<file path="src/hdl/ecc_pkg.sv">
package ecc_pkg;

    localparam int ECC_DATA_W  = 90;
    localparam int ECC_CHECK_W = 8;
    localparam int ECC_POS_W   = 7;

    // request as seen at the top level
    typedef struct packed {
        logic [ECC_DATA_W-1:0]  data;
        logic [ECC_CHECK_W-1:0] parity;   // received check bits
        logic                   bypass;
    } ecc_req_t;

    typedef struct packed {
        logic [ECC_DATA_W-1:0]  data;
        logic [ECC_CHECK_W-1:0] parity_out; // regenerated from received data
        logic                   sbit_err;
        logic                   dbit_err;
    } ecc_rsp_t;

    typedef struct packed {
        logic [ECC_DATA_W-1:0]  data;
        logic [ECC_CHECK_W-1:0] parity;
        logic [ECC_CHECK_W-1:0] gen;
        logic                   bypass;
    } ecc_stage1_t;

    typedef struct packed {
        logic [ECC_DATA_W-1:0]  data;
        logic [ECC_CHECK_W-1:0] gen;
        logic [ECC_DATA_W-1:0]  mask;     // one-hot flip, zero if nothing to fix
        logic                   bypass;
        logic                   sbit;
        logic                   dbit;
    } ecc_stage2_t;

    // Syndrome column of one data bit. Data sits on the codeword positions
    // that are not powers of two; the low bits are the position itself and
    // the top bit marks even-weight positions, so every column has odd weight.
    function automatic logic [ECC_CHECK_W-1:0] ecc_column(input int idx);
        logic [ECC_POS_W-1:0]   pos;
        logic [ECC_CHECK_W-1:0] col;
        int                     seen;
        pos  = '0;
        seen = 0;
        for (int p = 1; p < ECC_DATA_W + ECC_CHECK_W; p++) begin
            if ((p & (p - 1)) != 0) begin  // skip check bit slots
                if (seen == idx) begin
                    pos = ECC_POS_W'(p);
                end
                seen++;
            end
        end
        col[ECC_CHECK_W-2:0] = pos;
        col[ECC_CHECK_W-1]   = ~^pos;
        return col;
    endfunction

endpackage
</file>
<file path="src/hdl/ecc_out_stage.sv">
`timescale 1ns/1ps

module ecc_out_stage
    import ecc_pkg::*;
(
    input  logic        clk,
    input  logic        rst,
    input  logic        s2_valid,
    input  ecc_stage2_t s2,
    output logic        out_valid,
    output ecc_rsp_t    out_rsp
);

    ecc_rsp_t rsp_next;

    always_comb begin
        rsp_next.parity_out = s2.gen;   // always the regenerated bits
        if (s2.bypass) begin
            rsp_next.data     = s2.data;
            rsp_next.sbit_err = 1'b0;
            rsp_next.dbit_err = 1'b0;
        end else begin
            rsp_next.data     = s2.data ^ s2.mask;
            rsp_next.sbit_err = s2.sbit;
            rsp_next.dbit_err = s2.dbit;
        end
    end

    always_ff @(posedge clk) begin
        if (rst) begin
            out_valid <= 1'b0;
        end else begin
            out_valid <= s2_valid;
        end
    end

    always_ff @(posedge clk) begin
        if (s2_valid) begin
            out_rsp <= rsp_next;
        end
    end

    // flags stay exclusive at the boundary, bypass included
    assert property (@(posedge clk) disable iff (rst)
        out_valid |-> !(out_rsp.sbit_err && out_rsp.dbit_err));

endmodule

</file>
<file path="config.mk">
export PLATFORM = sky130hd
export DESIGN_NAME = ecc_out_stage
export DESIGN_NICKNAME = d
export VERILOG_FILES = /design/src/hdl/ecc_pkg.sv /design/src/hdl/ecc_out_stage.sv
export SDC_FILE = /design/constraint.sdc
export NUM_CORES = 1
export LEC_CHECK = 0
export BUFFER_PORTS_ARGS = -buffer_cell sky130_fd_sc_hd__buf_2
export CAP_MARGIN = 20
export CORE_AREA = 4 4 130 101
export DETAILED_ROUTE_END_ITERATION = 7
export DIE_AREA = 0 0 134 105
export PLACE_DENSITY = 0.8
export SLEW_MARGIN = 20
export SYNTH_ARGS = -nofsm -noshare
export SYNTH_HDL_FRONTEND = slang
export SYNTH_SLANG_ARGS = --single-unit
</file>
<file path="constraint.sdc">
create_clock -name clk -period 1.52 [get_ports clk]
set_clock_uncertainty 0.1 [all_clocks]
set_input_delay 0.304 -clock clk [delete_from_list [all_inputs] [get_ports clk]]
set_output_delay 0.304 -clock clk [all_outputs]
set_load 0.01 [all_outputs]
</file>
==> results.yml <==
placement:
  hpwlAfterDp_um: 9530
  port_buffers: 294
  place_congestion: 0.776
  placed_area_um2: 6750
clock_network:
  h-tree-depth: 3
  cts_tree: "yes"
  clock_path_buffers: 2
  path_clk_slew_ps: 70
  cts_num_sinks: 101
  root_buffer: "clkbuf_16"
  cts_hold_buf: 0
  numCtsBuffers: 9
  cts_resized: 0
  post-cts-setup-buffer-count: 0
job:
  drv_cap: 0
final_layout:
  drive_above_1_share_pct: 65.6
  area_growth_pct: 37.4
  utilization_pct: 58.9
  finalInstanceArea_um2: 7040
  final_nets: 787
  diodes: 0
  layout.area.seq_um2: 3020
  fill_cells: 982
  multiInputGateArea_um2: 1960
sta:
  tns_ps: 0
  report.final.hold_viol_count: 0
  drv_slew: 0
  setup_violations: 0
  tightest_slew_ps: 311
  rsz0062_at_grt: "no"
  min_period_over_period_pct: 84.1
  min_period_ps: 1280
  fmax_ghz: 0.782
  slew_headroom_pct: 79.3
worst_setup_path:
  cp_cell_sequence: "buf_2"
  worstSetupPathType: "reg -> out"
  crit_family: "flip-flops"
  cp_slowest_cell: "edfxtp_1"
  crit_arrival_ps: 870
  slowest_delay_ps: 390
  endpoint_kind: "output pin"
  path_buf_inv: 1
  timing.critical_path.required_ps: 1120
  start_kind: "flip-flop"
  crit_path_max_fanout: 1
power:
  p_leak_uw: 0.00320
  ir_worst_vdd_mv: 0.485
  p_per_area_nw_per_um2: 993
  swShare_pct: 23.8
  clkPwrFrac_pct: 31.2
  p_sw_uw: 1660
  p_int_uw: 5320
  comb_power_share_pct: 19.1
  power_frac_seq_pct: 49.7
  power_uw: 6990
route:
  drt_iter0_markers: 100
  routed_wirelength_um: 11700
  drc_errors: 0
  vias: 3274
  vias_per_cell: 4.29
  drtAntennaViolNets: 0
  wl_per_cell_um: 15.4
  dr.pass1.iters: 4
synth:
  synthSimpleGateAreaFrac_pct: 22.8
  syn_nets: 488
  yosysUniqueCellTypes: 10
  synth-compound-area-share_pct: 0
  ys_warn_count: 0
  synth_seq_cells: 101
  synth_top_family_by_area: "simple AND/OR/NAND/NOR gates"
  synthXorXnorAreaFrac_pct: 15.5
  syn_avg_cell_area_um2: 17.4
  synth.mux.area_fraction_pct: 0
  synth_adder_area_share_pct: 0
  synth_area_um2: 5120
  netlist_instances: 294
  ys_seq_area_share_pct: 59.0
floorplan:
  start_util_pct: 42.8
  rows: 35
  pin_count: 295
  die_area_um2: 14100
  die_y_um: 105
  core-area_um2: 12000
  die_width_um: 134
grt:
  grt_pass1_vias: 3492
  antenna_found_initial: 1
  gr-total-overflow: 0
  grt_max_degree: 57
  grt_first_pass_wirelength_um: 17900
  grt_usage_pct: 16.3
worst_hold_path:
  min_path_type: "in -> reg"
outcome:
  status: "complete, no violations"
routing by layer:
metal	wire length (um)	GRT usage, %	share of wire (%)	up-vias
li1	-	-	-	1576
met1	4260	17.4	36	1507
met2	6100	29.3	52	177
met3	1220	7.36	10	12
met4	133	4.19	1.1	2
met5	20	0	0.17	-
metrics by stage:
stage | worst slack (ps) | hold WS [ps] | cells
2_1_floorplan | 341 | 276 | 294
3_3_place_gp | 243 | 369 | 748
3_5_place_dp | 205 | 373 | 748
4_1_cts | 197 | 14.0 | 764
5_1_grt | 182 | 17.7 | 764
6_report | 241 | 28.3 | 764
cells in the mapped netlist (all sizes together):
cell type / n / area [um^2]
edfxtp: 100 / 3000
nand2b: 90 / 1150
xnor2: 90 / 796
buf: 9 / 131
nor2b: 3 / 18.8
clkbuf: 1 / 3.75
dfxtp: 1 / 20.0
final timing paths:
kind / cells after the start / from / slack [ps] / endpoint
setup / recovery: 1 / out_rsp[34]$_DFFE_PP_ / 240 / out_rsp[34]
hold / removal: 2 / rst / 30 / out_valid$_SDFF_PP0_
state kept, by name, indices dropped and copies added, names as in the netlist:
register,count
out_rsp,100
out_valid,1
cells by family (layout without fill, tap and decap cells):
family	Yosys count	count (layout)
xor+xnor	90	90
buf+inv	10	314
flops	101	101
simple gates	93	93
area by class of cell:
type,count,share of cell area [%]
sequential,101,43.0
multi-input combinational,183,27.9
timing repair buffer,298,22.1
clock buffer,12,3.65
tap,166,2.95
clock inverter,4,0.462
layout by cell type (no fill, tap or decap):
cell type	synthesis	layout
buf_12	0	4
buf_2	0	293
buf_4	0	1
clkbuf_1	1	1
clkbuf_16	0	9
clkbuf_8	0	2
clkinv_4	0	1
clkinvlp_4	0	2
dfxtp_1	1	1
edfxtp_1	100	100
inv_6	0	1
nand2b_1	12	12
nand2b_4	78	78
nor2b_1	3	3
xnor2_1	89	89
xnor2_2	1	1
power groups by stage:
stage                     clock network (uW)  logic, uW  registers (uW)
after floorplan                            0        483            3700
after global placement                     0       1320            3520
after detailed placement                   0       1360            3540
after CTS                               2250       1360            3480
after global routing                    2390       1440            3500
final                                   2180       1340            3470
No activity file was read; power rests on OpenSTA's default activity.
